--- config.mk ---
export PLATFORM = sky130hd
export DESIGN_NAME = axi_crossbar
export DESIGN_NICKNAME = d
export VERILOG_FILES = /design/src/axi_pkg.sv /design/src/axi_addr_decoder.sv /design/src/axi_slave_arbiter.sv /design/src/axi_read_mux.sv /design/src/axi_write_mux.sv /design/src/axi_crossbar.sv
export SDC_FILE = /design/constraint.sdc
export NUM_CORES = 1
export LEC_CHECK = 0
export ABC_AREA = 1
export BUFFER_PORTS_ARGS = -buffer_cell sky130_fd_sc_hd__buf_2
export CORE_AREA = 8 8 228 230
export DETAILED_ROUTE_END_ITERATION = 12
export DIE_AREA = 0 0 236 238
export SYNTH_ARGS = -nofsm -noshare
export SYNTH_HDL_FRONTEND = slang
export SYNTH_HIERARCHICAL = 1
export SYNTH_SLANG_ARGS = --single-unit
--- constraint.sdc ---
create_clock -name ACLK -period 3.06 [get_ports ACLK]
set_input_delay 0.612 -clock ACLK [delete_from_list [all_inputs] [get_ports ACLK]]
set_output_delay 0.612 -clock ACLK [all_outputs]
set_load 0.005 [all_outputs]
--- src/axi_pkg.sv ---
// Shared widths and channel structs; IDs have one width on both sides, bursts are word-wide INCR
`default_nettype none

package axi_pkg;

    // ----------------------------------------
    // Bus widths
    // ----------------------------------------
    localparam int unsigned id_bits   = 4;
    localparam int unsigned addr_bits = 32;
    localparam int unsigned data_bits = 32;
    localparam int unsigned strb_bits = 4;
    localparam int unsigned len_bits  = 4;

    localparam logic [1:0] resp_okay = 2'b00;

    // ----------------------------------------
    // Indices and directions
    // ----------------------------------------
    typedef enum logic {M0, M1} master_e;

    // NONE covers an idle valid and any address outside both windows
    typedef enum logic [1:0] {S0, S1, NONE} slave_e;

    typedef enum logic {READ, WRITE} xfer_e;

    // Ownership record of one subordinate
    typedef struct packed {
        logic    busy;
        xfer_e   dir;
        master_e owner;
    } slave_status_t;

    // ----------------------------------------
    // Channel payloads, ready travels apart
    // ----------------------------------------
    typedef struct packed {
        logic                 valid;
        logic [id_bits-1:0]   id;
        logic [addr_bits-1:0] addr;
        logic [len_bits-1:0]  len;
    } ar_t;

    typedef struct packed {
        logic                 valid;
        logic [id_bits-1:0]   id;
        logic [addr_bits-1:0] addr;
        logic [len_bits-1:0]  len;
    } aw_t;

    typedef struct packed {
        logic                 valid;
        logic [id_bits-1:0]   id;
        logic [data_bits-1:0] data;
        logic [1:0]           resp;
        logic                 last;
    } r_t;

    typedef struct packed {
        logic                 valid;
        logic [data_bits-1:0] data;
        logic [strb_bits-1:0] strb;
        logic                 last;
    } w_t;

    typedef struct packed {
        logic               valid;
        logic [id_bits-1:0] id;
        logic [1:0]         resp;
    } b_t;

endpackage

`default_nettype wire

--- src/axi_addr_decoder.sv ---
// Combinational decode into two inclusive windows; an address outside both gives NONE
`default_nettype none

module axi_addr_decoder #(
    parameter logic [axi_pkg::addr_bits-1:0] S0_BASE = 32'h0000_0000,
    parameter logic [axi_pkg::addr_bits-1:0] S0_LAST = 32'h0000_FFFF,
    parameter logic [axi_pkg::addr_bits-1:0] S1_BASE = 32'h0001_0000,
    parameter logic [axi_pkg::addr_bits-1:0] S1_LAST = 32'h0001_FFFF
) (
    input  axi_pkg::ar_t   m0_ar,
    input  axi_pkg::ar_t   m1_ar,
    input  axi_pkg::aw_t   m1_aw,
    output axi_pkg::slave_e m0_rd_target,
    output axi_pkg::slave_e m1_rd_target,
    output axi_pkg::slave_e m1_wr_target
);

    // Target of one request, NONE while valid is low
    function automatic axi_pkg::slave_e decode(
        input logic                          valid,
        input logic [axi_pkg::addr_bits-1:0] addr
    );
        if (!valid) begin
            return axi_pkg::NONE;
        end
        if (addr >= S0_BASE && addr <= S0_LAST) begin
            return axi_pkg::S0;
        end
        if (addr >= S1_BASE && addr <= S1_LAST) begin
            return axi_pkg::S1;
        end
        return axi_pkg::NONE;
    endfunction

    always_comb begin
        m0_rd_target = decode(m0_ar.valid, m0_ar.addr);
        m1_rd_target = decode(m1_ar.valid, m1_ar.addr);
        m1_wr_target = decode(m1_aw.valid, m1_aw.addr);
    end

endmodule

`default_nettype wire

--- src/axi_slave_arbiter.sv ---
// Priority flips every cycle; a subordinate is relocked on the edge that ends its transaction
`default_nettype none

module axi_slave_arbiter (
    input  logic                   ACLK,
    input  logic                   ARESETn,
    input  axi_pkg::slave_e        m0_rd_target,
    input  axi_pkg::slave_e        m1_rd_target,
    input  axi_pkg::slave_e        m1_wr_target,
    input  logic                   s0_done,
    input  logic                   s1_done,
    output axi_pkg::slave_status_t s0_status,
    output axi_pkg::slave_status_t s1_status
);

    axi_pkg::master_e       prio;
    axi_pkg::slave_status_t s0_win;
    axi_pkg::slave_status_t s1_win;
    axi_pkg::slave_status_t s0_next;
    axi_pkg::slave_status_t s1_next;

    // ----------------------------------------
    // Winner among requests aimed at one target
    // ----------------------------------------
    // busy in the result means some request exists
    function automatic axi_pkg::slave_status_t pick_winner(
        input axi_pkg::slave_e  who,
        input axi_pkg::master_e favored,
        input axi_pkg::slave_e  m0_rd,
        input axi_pkg::slave_e  m1_rd,
        input axi_pkg::slave_e  m1_wr
    );
        axi_pkg::slave_status_t win;
        logic m0_req;
        logic m1_rd_req;
        logic m1_wr_req;
        m0_req    = (m0_rd == who);
        m1_rd_req = (m1_rd == who);
        m1_wr_req = (m1_wr == who);
        win       = '0;
        if (m0_req && (favored == axi_pkg::M0 || !(m1_wr_req || m1_rd_req))) begin
            win.busy  = 1'b1;
            win.dir   = axi_pkg::READ;
            win.owner = axi_pkg::M0;
        end else if (m1_wr_req) begin
            // M1 write beats M1 read
            win.busy  = 1'b1;
            win.dir   = axi_pkg::WRITE;
            win.owner = axi_pkg::M1;
        end else if (m1_rd_req) begin
            win.busy  = 1'b1;
            win.dir   = axi_pkg::READ;
            win.owner = axi_pkg::M1;
        end
        return win;
    endfunction

    // Idle or finishing subordinate takes the winner, or goes idle if there is none.
    // Same owner and direction as the finishing one gives the hold case.
    function automatic axi_pkg::slave_status_t next_status(
        input axi_pkg::slave_status_t cur,
        input axi_pkg::slave_status_t win,
        input logic                   done
    );
        if (!cur.busy || done) begin
            return win;
        end
        return cur;
    endfunction

    always_comb begin
        s0_win  = pick_winner(axi_pkg::S0, prio, m0_rd_target, m1_rd_target, m1_wr_target);
        s1_win  = pick_winner(axi_pkg::S1, prio, m0_rd_target, m1_rd_target, m1_wr_target);
        s0_next = next_status(s0_status, s0_win, s0_done);
        s1_next = next_status(s1_status, s1_win, s1_done);
    end

    // ----------------------------------------
    // State registers
    // ----------------------------------------
    always_ff @(posedge ACLK or negedge ARESETn) begin
        if (!ARESETn) begin
            prio      <= axi_pkg::M0;
            s0_status <= '0;
            s1_status <= '0;
        end else begin
            prio      <= (prio == axi_pkg::M0) ? axi_pkg::M1 : axi_pkg::M0;
            s0_status <= s0_next;
            s1_status <= s1_next;
        end
    end

endmodule

`default_nettype wire

--- src/axi_read_mux.sv ---
// AR and R steering for one subordinate; outputs are zero unless it is locked for a read
`default_nettype none

module axi_read_mux (
    input  axi_pkg::slave_status_t status,
    input  axi_pkg::ar_t           m0_ar,
    input  axi_pkg::ar_t           m1_ar,
    input  logic                   m0_r_ready,
    input  logic                   m1_r_ready,
    input  logic                   s_ar_ready,
    input  axi_pkg::r_t            s_r,
    output axi_pkg::ar_t           s_ar,
    output logic                   s_r_ready,
    output logic                   m0_ar_ready,
    output logic                   m1_ar_ready,
    output axi_pkg::r_t            m0_r,
    output axi_pkg::r_t            m1_r,
    output logic                   done
);

    logic read_owned;

    assign read_owned = status.busy && (status.dir == axi_pkg::READ);

    // ----------------------------------------
    // Crossbar paths
    // ----------------------------------------
    always_comb begin
        // Zero so the top level can OR both muxes together
        s_ar        = '0;
        s_r_ready   = 1'b0;
        m0_ar_ready = 1'b0;
        m1_ar_ready = 1'b0;
        m0_r        = '0;
        m1_r        = '0;

        if (read_owned) begin
            case (status.owner)
                axi_pkg::M0: begin
                    // Owner M0
                    s_ar        = m0_ar;
                    m0_ar_ready = s_ar_ready;
                    m0_r        = s_r;
                    s_r_ready   = m0_r_ready;
                end
                axi_pkg::M1: begin
                    s_ar        = m1_ar;
                    m1_ar_ready = s_ar_ready;
                    m1_r        = s_r;
                    s_r_ready   = m1_r_ready;
                end
            endcase
        end
    end

    // Last R beat accepted by the owner ends the burst
    assign done = s_r.valid && s_r_ready && s_r.last;

endmodule

`default_nettype wire

--- src/axi_write_mux.sv ---
// AW, W and B steering for one subordinate; only manager 1 writes, zero unless locked for it
`default_nettype none

module axi_write_mux (
    input  axi_pkg::slave_status_t status,
    input  axi_pkg::aw_t           m1_aw,
    input  axi_pkg::w_t            m1_w,
    input  logic                   m1_b_ready,
    input  logic                   s_aw_ready,
    input  logic                   s_w_ready,
    input  axi_pkg::b_t            s_b,
    output axi_pkg::aw_t           s_aw,
    output axi_pkg::w_t            s_w,
    output logic                   s_b_ready,
    output logic                   m1_aw_ready,
    output logic                   m1_w_ready,
    output axi_pkg::b_t            m1_b,
    output logic                   done
);

    logic write_owned;

    assign write_owned = status.busy
                      && (status.dir == axi_pkg::WRITE)
                      && (status.owner == axi_pkg::M1);

    // ----------------------------------------
    // Crossbar paths
    // ----------------------------------------
    always_comb begin
        s_aw        = '0;
        s_w         = '0;
        s_b_ready   = 1'b0;
        m1_aw_ready = 1'b0;
        m1_w_ready  = 1'b0;
        m1_b        = '0;

        if (write_owned) begin
            // Address and data go down together
            s_aw        = m1_aw;
            m1_aw_ready = s_aw_ready;
            s_w         = m1_w;
            m1_w_ready  = s_w_ready;
            // Response back to M1
            m1_b        = s_b;
            s_b_ready   = m1_b_ready;
        end
    end

    // B handshake ends the write
    assign done = s_b.valid && s_b_ready;

endmodule

`default_nettype wire

--- src/axi_crossbar.sv ---
// 2x2 AXI crossbar, M0 read only; no buffering, a stalled R or B holds the subordinate locked
`default_nettype none

module axi_crossbar #(
    parameter logic [axi_pkg::addr_bits-1:0] S0_BASE = 32'h0000_0000,
    parameter logic [axi_pkg::addr_bits-1:0] S0_LAST = 32'h0000_FFFF,
    parameter logic [axi_pkg::addr_bits-1:0] S1_BASE = 32'h0001_0000,
    parameter logic [axi_pkg::addr_bits-1:0] S1_LAST = 32'h0001_FFFF
) (
    input  logic         ACLK,
    input  logic         ARESETn,
    // Manager side
    input  axi_pkg::ar_t m0_ar,
    input  axi_pkg::ar_t m1_ar,
    input  axi_pkg::aw_t m1_aw,
    input  axi_pkg::w_t  m1_w,
    input  logic         m0_r_ready,
    input  logic         m1_r_ready,
    input  logic         m1_b_ready,
    output logic         m0_ar_ready,
    output logic         m1_ar_ready,
    output logic         m1_aw_ready,
    output logic         m1_w_ready,
    output axi_pkg::r_t  m0_r,
    output axi_pkg::r_t  m1_r,
    output axi_pkg::b_t  m1_b,
    // Subordinate 0
    output axi_pkg::ar_t s0_ar,
    output axi_pkg::aw_t s0_aw,
    output axi_pkg::w_t  s0_w,
    output logic         s0_r_ready,
    output logic         s0_b_ready,
    input  logic         s0_ar_ready,
    input  logic         s0_aw_ready,
    input  logic         s0_w_ready,
    input  axi_pkg::r_t  s0_r,
    input  axi_pkg::b_t  s0_b,
    // Subordinate 1
    output axi_pkg::ar_t s1_ar,
    output axi_pkg::aw_t s1_aw,
    output axi_pkg::w_t  s1_w,
    output logic         s1_r_ready,
    output logic         s1_b_ready,
    input  logic         s1_ar_ready,
    input  logic         s1_aw_ready,
    input  logic         s1_w_ready,
    input  axi_pkg::r_t  s1_r,
    input  axi_pkg::b_t  s1_b
);

    axi_pkg::slave_e        m0_rd_target;
    axi_pkg::slave_e        m1_rd_target;
    axi_pkg::slave_e        m1_wr_target;
    axi_pkg::slave_status_t s0_status;
    axi_pkg::slave_status_t s1_status;

    // Per-subordinate contributions, merged below
    logic        s0_rd_done, s1_rd_done, s0_wr_done, s1_wr_done;
    logic        s0_m0_ar_ready, s1_m0_ar_ready, s0_m1_ar_ready, s1_m1_ar_ready;
    logic        s0_m1_aw_ready, s1_m1_aw_ready, s0_m1_w_ready, s1_m1_w_ready;
    axi_pkg::r_t s0_m0_r, s1_m0_r, s0_m1_r, s1_m1_r;
    axi_pkg::b_t s0_m1_b, s1_m1_b;

    axi_addr_decoder #(
        .S0_BASE (S0_BASE),
        .S0_LAST (S0_LAST),
        .S1_BASE (S1_BASE),
        .S1_LAST (S1_LAST)
    ) u_decoder (
        .m0_ar (m0_ar), .m1_ar (m1_ar), .m1_aw (m1_aw),
        .m0_rd_target (m0_rd_target),
        .m1_rd_target (m1_rd_target),
        .m1_wr_target (m1_wr_target)
    );

    axi_slave_arbiter u_arbiter (
        .ACLK (ACLK), .ARESETn (ARESETn),
        .m0_rd_target (m0_rd_target),
        .m1_rd_target (m1_rd_target),
        .m1_wr_target (m1_wr_target),
        .s0_done   (s0_rd_done | s0_wr_done),
        .s1_done   (s1_rd_done | s1_wr_done),
        .s0_status (s0_status),
        .s1_status (s1_status)
    );

    // ----------------------------------------
    // Per-subordinate muxes
    // ----------------------------------------
    axi_read_mux u_s0_rd (
        .status (s0_status), .m0_ar (m0_ar), .m1_ar (m1_ar),
        .m0_r_ready (m0_r_ready), .m1_r_ready (m1_r_ready),
        .s_ar_ready (s0_ar_ready), .s_r (s0_r), .s_ar (s0_ar), .s_r_ready (s0_r_ready),
        .m0_ar_ready (s0_m0_ar_ready), .m1_ar_ready (s0_m1_ar_ready),
        .m0_r (s0_m0_r), .m1_r (s0_m1_r), .done (s0_rd_done)
    );

    axi_read_mux u_s1_rd (
        .status (s1_status), .m0_ar (m0_ar), .m1_ar (m1_ar),
        .m0_r_ready (m0_r_ready), .m1_r_ready (m1_r_ready),
        .s_ar_ready (s1_ar_ready), .s_r (s1_r), .s_ar (s1_ar), .s_r_ready (s1_r_ready),
        .m0_ar_ready (s1_m0_ar_ready), .m1_ar_ready (s1_m1_ar_ready),
        .m0_r (s1_m0_r), .m1_r (s1_m1_r), .done (s1_rd_done)
    );

    axi_write_mux u_s0_wr (
        .status (s0_status), .m1_aw (m1_aw), .m1_w (m1_w), .m1_b_ready (m1_b_ready),
        .s_aw_ready (s0_aw_ready), .s_w_ready (s0_w_ready), .s_b (s0_b),
        .s_aw (s0_aw), .s_w (s0_w), .s_b_ready (s0_b_ready),
        .m1_aw_ready (s0_m1_aw_ready), .m1_w_ready (s0_m1_w_ready),
        .m1_b (s0_m1_b), .done (s0_wr_done)
    );

    axi_write_mux u_s1_wr (
        .status (s1_status), .m1_aw (m1_aw), .m1_w (m1_w), .m1_b_ready (m1_b_ready),
        .s_aw_ready (s1_aw_ready), .s_w_ready (s1_w_ready), .s_b (s1_b),
        .s_aw (s1_aw), .s_w (s1_w), .s_b_ready (s1_b_ready),
        .m1_aw_ready (s1_m1_aw_ready), .m1_w_ready (s1_m1_w_ready),
        .m1_b (s1_m1_b), .done (s1_wr_done)
    );

    // Non-owning mux drives zero, so OR picks the owner
    assign m0_ar_ready = s0_m0_ar_ready | s1_m0_ar_ready;
    assign m1_ar_ready = s0_m1_ar_ready | s1_m1_ar_ready;
    assign m1_aw_ready = s0_m1_aw_ready | s1_m1_aw_ready;
    assign m1_w_ready  = s0_m1_w_ready | s1_m1_w_ready;
    assign m0_r        = s0_m0_r | s1_m0_r;
    assign m1_r        = s0_m1_r | s1_m1_r;
    assign m1_b        = s0_m1_b | s1_m1_b;

endmodule

`default_nettype wire

==> run metrics, run 1 <==
gr busiest metal=met2; row cnt=81; Leak Pwr=6.84 nW; postcts setup bufs=0; wire per inst=13.4 um; maximum clock insertion buffer count=2; Crit. Startpoint=u_arbiter/s1_status[0]; Slew @ Worst Pin=0.621 ns; clk_skew=0.00214 ns; CP arrival=1.95 ns; Final ANT Viol Nets=0; setup TNS=0 ns; Util after Layout=19.8%; initial antenna violation count=6; Setup CP Type=reg2out; Slew HR=58.6%; RD Place Congestion=0.916; share of the synthesized area in the top cell type=29.1%; Unique masters post-synth=19; Total Power=0.00150 W; Post-Synth Adder-Cell Area=0%; CP startpoint kind=flip-flop; cell area after synthesis=0.00602 sq mm; Post-Synth Simple-Gate Area=47.3%; Num CTS Buffers=3; clk sinks=7; final setup violating endpoints=0; largest family of logic cells by synthesized area=simple AND/OR/NAND/NOR gates; RSZ-0062 raised after global routing=false; Layout area overhead=59.1%; post-synthesis net count=1587; Max H-tree Level=1; Compound-Gate Fraction of Synth Area=12.1%; maximum VDD drop=0.178 mV; total wire length=33.7 mm; Slew Viols, Final=0; worst slack, placed=0.753 ns; Pwr Density=157 mW/mm^2; Ports=601; CORE AREA=0.0483 sq mm; dpl hpwl=29.2 mm; Die Width=236 um; Synth Register Bits=7; Overflow after GRT=0; Via Count=8980; largest net degree at the start of global routing=62; global routing usage on met3=3.80%; global-route wire length before repair=50.1 mm; Yosys warnings=6; Via density=3.59; Nets=2148; Hold Vio Cnt, Final=0; DRC viols=0; worst skew pair latency=0.23 ns; Final period util=83.7%; grt met2 use=18.8%; worst-path fanout max=61; total track usage=11.1%; Min-Delay Path Class=in2async; Reg2Reg Launch Point=u_arbiter/s1_status[0]; Die H=238 um; clock slew at reported path FFs=0.04 ns; crit path capture type=primary output; sequential area share after synthesis=2.91%; grt met1 use=12.5%; fin worst setup slack=0.499 ns; drt pass-1 iters=5; post-synthesis xor/xnor area fraction=0%; fmax=0.391 GHz; number of global-route vias before repair=8852; die area=0.0562 sq mm; Fill cells=5694; starting density of the core=12.4%; area leader, netlist=inv_1; max cap viols=0; CTS tree=done; Final Critical Period=2.56 ns; Required @ worst endpoint=2.45 ns; Iter 0 DRT Violations=368; mux contribution to synthesized area=0%; status=completed; CTS root buf=clkbuf_16; Resized cells post-CTS=0; CTS Hold Bufs=0; Post-Synthesis Cells=1321; share of cells above drive strength 1=41.1%; largest cells by area after synthesis=inv_1, nor2_1, nand2_1, a21oi_2, nor2_2; I/O Buffers=600; worst hold margin=0.221 ns; Syn Area/Cell=4.55 sq um
## critical path, cell delays in order, from the launching register on
cell	delay, ns
dfrtp_2	0.59
nand3_4	0.43
buf_12	0.34
nor2_1	0.16
buf_2	0.13
## cell usage after synthesis (all sizes together)
| cell type | instances |
|---|---|
| buf | 50 |
| nor2 | 384 |
| o211ai | 2 |
| nand4 | 4 |
| dfrtp | 7 |
| inv | 472 |
| nand2 | 308 |
| nand3 | 2 |
| a21oi | 82 |
| clkbuf | 10 |
## registers in the layout, summed over array words and instances, names as in the netlist
register and count:
u_arbiter/prio 1, u_arbiter/s1_status 3, u_arbiter/s0_status 3
## kinds of logic (layout without fill, tap and decap cells)
kind of cell | after synthesis | count (layout)
AO/OA/AOI/OAI | 84 | 84
flip-flops | 7 | 7
AND/OR/NAND/NOR | 698 | 698
buffers and inverters | 532 | 1092
other | 0 | 1
## final cells by class
cell class | instances | area (sq um) | share of cell area (%)
Antenna cell | 1 | 2.50 | 0.0261
Clock buffer | 4 | 78.8 | 0.824
Inverter | 472 | 1780 | 18.6
Multi-Input combinational cell | 782 | 3580 | 37.4
Sequential cell | 7 | 178 | 1.86
Tap cell | 622 | 778 | 8.13
Timing Repair Buffer | 616 | 3170 | 33.2
## per-layer routing
layer,share of wire [%],up-vias
met5,0.17,-
met4,4.5,8
met3,9.2,71
met2,46,449
met1,40,3794
li1,-,4658
## report_power, final
group          leakage, nW  total, W  switching, W  internal, W
clock network       0.0382  0.000220     0.0000473     0.000173
registers           0.0879  0.000106    0.00000791    0.0000982
logic                 6.71   0.00118      0.000708     0.000468
total                 6.84   0.00150      0.000763     0.000739
## cell usage in the layout (no fill, tap or decap), types with 4 or more instances in the layout
cell type / synthesis / routed
a21oi_2: 80 / 80
nand4_1: 4 / 4
nor2_2: 58 / 58
nand2_4: 4 / 4
buf_12: 0 / 4
nand2_1: 303 / 303
inv_1: 467 / 467
nor2_1: 323 / 323
buf_4: 8 / 12
dfrtp_1: 7 / 5
buf_2: 12 / 600
## path summary, 6_finish.rpt
path	endpoint	slack [ns]	cells after the start
worst max register to register	u_arbiter/s1_status[0]	1.13	12
min in group ACLK	u_arbiter/prio	0.49	1
worst min register to register	u_arbiter/prio	0.49	1
max in group asynchronous	u_arbiter/s1_status[0]	2.65	1
worst max-delay path	s1_w[16]	0.50	4
worst min-delay path	u_arbiter/prio	0.22	1
## per-stage QoR
| step | instances | cell area [sq um] |
|---|---|---|
| 6_report | 2504 | 9570 |
| 5_1_grt | 2504 | 9570 |
| 4_1_cts | 2503 | 9570 |
| 3_5_place_dp | 2499 | 9490 |
| 3_3_place_gp | 2499 | 9490 |
| 2_1_floorplan | 1321 | 6020 |
Note: power is estimated with default switching activity, not from simulation.
==> run 2, diff against run 1 <==
--- a/config.mk
+++ b/config.mk
@@ -7,9 +7,9 @@
 export LEC_CHECK = 0
 export ABC_AREA = 1
 export BUFFER_PORTS_ARGS = -buffer_cell sky130_fd_sc_hd__buf_2
-export CORE_AREA = 8 8 228 230
+export CORE_AREA = 8 8 230 232
 export DETAILED_ROUTE_END_ITERATION = 12
-export DIE_AREA = 0 0 236 238
+export DIE_AREA = 0 0 238 240
 export SYNTH_ARGS = -nofsm -noshare
 export SYNTH_HDL_FRONTEND = slang
 export SYNTH_HIERARCHICAL = 1
==> constraint.sdc (replaced) <==
create_clock -name ACLK -period 2.6 [get_ports ACLK]
set_input_delay 0.52 -clock ACLK [delete_from_list [all_inputs] [get_ports ACLK]]
set_output_delay 0.52 -clock ACLK [all_outputs]
set_load 0.005 [all_outputs]
==> run 2 against run 1 <==
  * Global-route usage down 0.27 points
  * Non-clock buffer count unchanged
  * Critical path depth grew 3
  * Combinational power grew 18%
  * Critical endpoint is now m0_r[0]
  * Largest cell class unchanged
==> run metrics, run 2 (synthesized netlist as in run 1, its figures left out) <==
internal power=0.000867 W (+17%); die area=0.0571 sq mm (+1.7%); CTS Hold Bufs=0 (unchanged); Reg2Reg Launch Point=u_arbiter/s0_status[0]; Slew Viols, Final=0 (unchanged); drt pass-1 iters=5 (unchanged); Die H=240 um (+0.84%); Min-Delay Path Class=in2async; Top Registers=u_arbiter/s0_status x3, u_arbiter/s1_status x3, u_arbiter/prio x1; fin cells=2554 (+2.0%); Clk network pwr share=14.8% (about the same); Leak Pwr=6.84 nW (about the same); Max H-tree Level=1 (unchanged); final setup violating endpoints=0 (unchanged); worst hold margin=0.130 ns (-0.0908 ns); global-route wire length before repair=48.9 mm (-2.3%); crit path capture type=primary output; Hold Vio Cnt, Final=0 (unchanged); switching share of power=51.2% (+0.42 points); Iter 0 DRT Violations=463 (+26%); Die Width=238 um (+0.85%); Slew HR=52.1% (-6.5 points); RD Place Congestion=0.958 (+4.6%); largest net degree at the start of global routing=62 (unchanged); total wire length=34.1 mm (+1.2%); Via Count=8922 (-0.65%); Setup CP Type=reg2out; max cap viols=0 (unchanged); Layout area overhead=60.1%; Slew @ Worst Pin=0.718 ns (+0.0975 ns); row cnt=82 (+1.2%); Placed Cells=2549 (+2.0%); Final Critical Period=2.34 ns; clk_skew=0.00353 ns (+0.00139 ns); combinational share of power=78.2% (about the same); maximum VDD drop=0.152 mV (-15%); maximum clock insertion buffer count=2 (unchanged); CORE AREA=0.0495 sq mm (+2.3%); Via density=3.49 (-2.6%); reg2reg end=u_arbiter/s0_status[2]; R2R Setup Slk=0.65 ns (-0.48 ns); Num CTS Buffers=3 (unchanged); most frequent cells in the layout=buf_2, inv_1, nor2_1; Overflow after GRT=0 (unchanged); Final Instance Area=0.00963 sq mm (+0.65%); fmax=0.428 GHz; number of global-route vias before repair=8600 (-2.8%); worst-path fanout max=38 (-38%); dpl hpwl=29.4 mm (+0.71%); Required @ worst endpoint=2.08 ns (-0.37 ns); commonest non-fill, non-tap cell in the layout=buf_2; initial antenna violation count=5 (-1); starting density of the core=12.2% (-0.28 points); Ports=601 (unchanged); clock slew at reported path FFs=0.04 ns (about the same); DRC viols=0 (unchanged); Fill cells=5896 (+3.5%); Psw=0.000910 W (+19%); I/O Buffers=600 (unchanged); wire per inst=13.3 um (-0.77%); CTS root buf=clkbuf_16; setup TNS=0 ns (unchanged); Final ANT Viol Nets=0 (unchanged); CP startpoint kind=flip-flop; Resized cells post-CTS=0 (unchanged); Reg power frac=7.0% (about the same); clk sinks=7 (unchanged); Nets=2148 (unchanged); Final period util=90.0%; RSZ-0062 raised after global routing=false; Pwr Density=185 mW/mm^2 (+18%); share of cells above drive strength 1=41.1% (unchanged); total track usage=10.8% (-0.27 points); Worst R2R Path Depth=11 (-1); CP arrival=1.82 ns (-0.13 ns); postcts setup bufs=0 (unchanged); worst skew pair latency=0.23 ns (about the same); status=completed; CTS tree=done; placed cell areas=0.00955 sq mm (+0.66%)
## run 2: cell counts in the layout (fill, tap and decap cells not counted)
No cell type changed its count.
## run 2: how the worst max path moves through the flow
stage / from / endpoint / slack (ns) / cells past startpoint
after detailed placement: u_arbiter/s0_status[2] / m0_r[0] / 0.46 / 8
after CTS: u_arbiter/s0_status[2] / m0_r[0] / 0.21 / 8
after global routing: u_arbiter/s0_status[2] / m0_r[0] / 0.04 / 8
final: u_arbiter/s0_status[1] / m0_r[0] / 0.26 / 7
after global placement: u_arbiter/s0_status[2] / m0_r[1] / 0.46 / 8
after floorplan: u_arbiter/s0_status[1] / m1_b[0] / 1.04 / 6
## run 2: layout make-up
cell class | instances | area (sq um) | area share [%]
diodes | 1 | 2.50 | 0.0260
well taps | 672 | 841 | 8.73
multi-input cells | 782 | 3580 | 37.2
inverters | 472 | 1780 | 18.4
repair buffers | 616 | 3170 | 32.9
flip-flops and latches | 7 | 178 | 1.84
clock buffers | 4 | 78.8 | 0.818
## run 2: metal layers
metal / share of wire, % / up-vias / GRT usage (%)
met2: 47 / 433 / 18.9
li1: - / 4655 / -
met1: 41 / 3775 / 13.0
met5: 0.16 / - / 0
met3: 9.0 / 51 / 2.95
met4: 2.4 / 8 / 2.66
## run 2: power by group through the flow
stage	combinational, W	clock, W	sequential, W
after global routing	0.00154	0.000276	0.000126
after global placement	0.00141	0	0.000125
final	0.00139	0.000263	0.000124
after floorplan	0.000741	0	0.000123
after CTS	0.00142	0.000267	0.000124
after detailed placement	0.00141	0	0.000126
## run 2: per-stage QoR
stage                     worst slack (ns)  power, W  utilization, %
after global placement               0.458   0.00153            19.3
after global routing                0.0414   0.00194            19.5
after CTS                            0.210   0.00181            19.5
final                                0.261   0.00178            19.5
after floorplan                       1.04  0.000864               -
after detailed placement             0.458   0.00154            19.3
## run 2: worst max-delay path, cell delays in order (launching register included)
cell     delay [ns]
dfrtp_1        0.45
nor2_4         0.22
nand2_4        0.30
buf_4          0.29
nor2_1         0.09
inv_1          0.04
nand2_1        0.06
buf_2          0.10
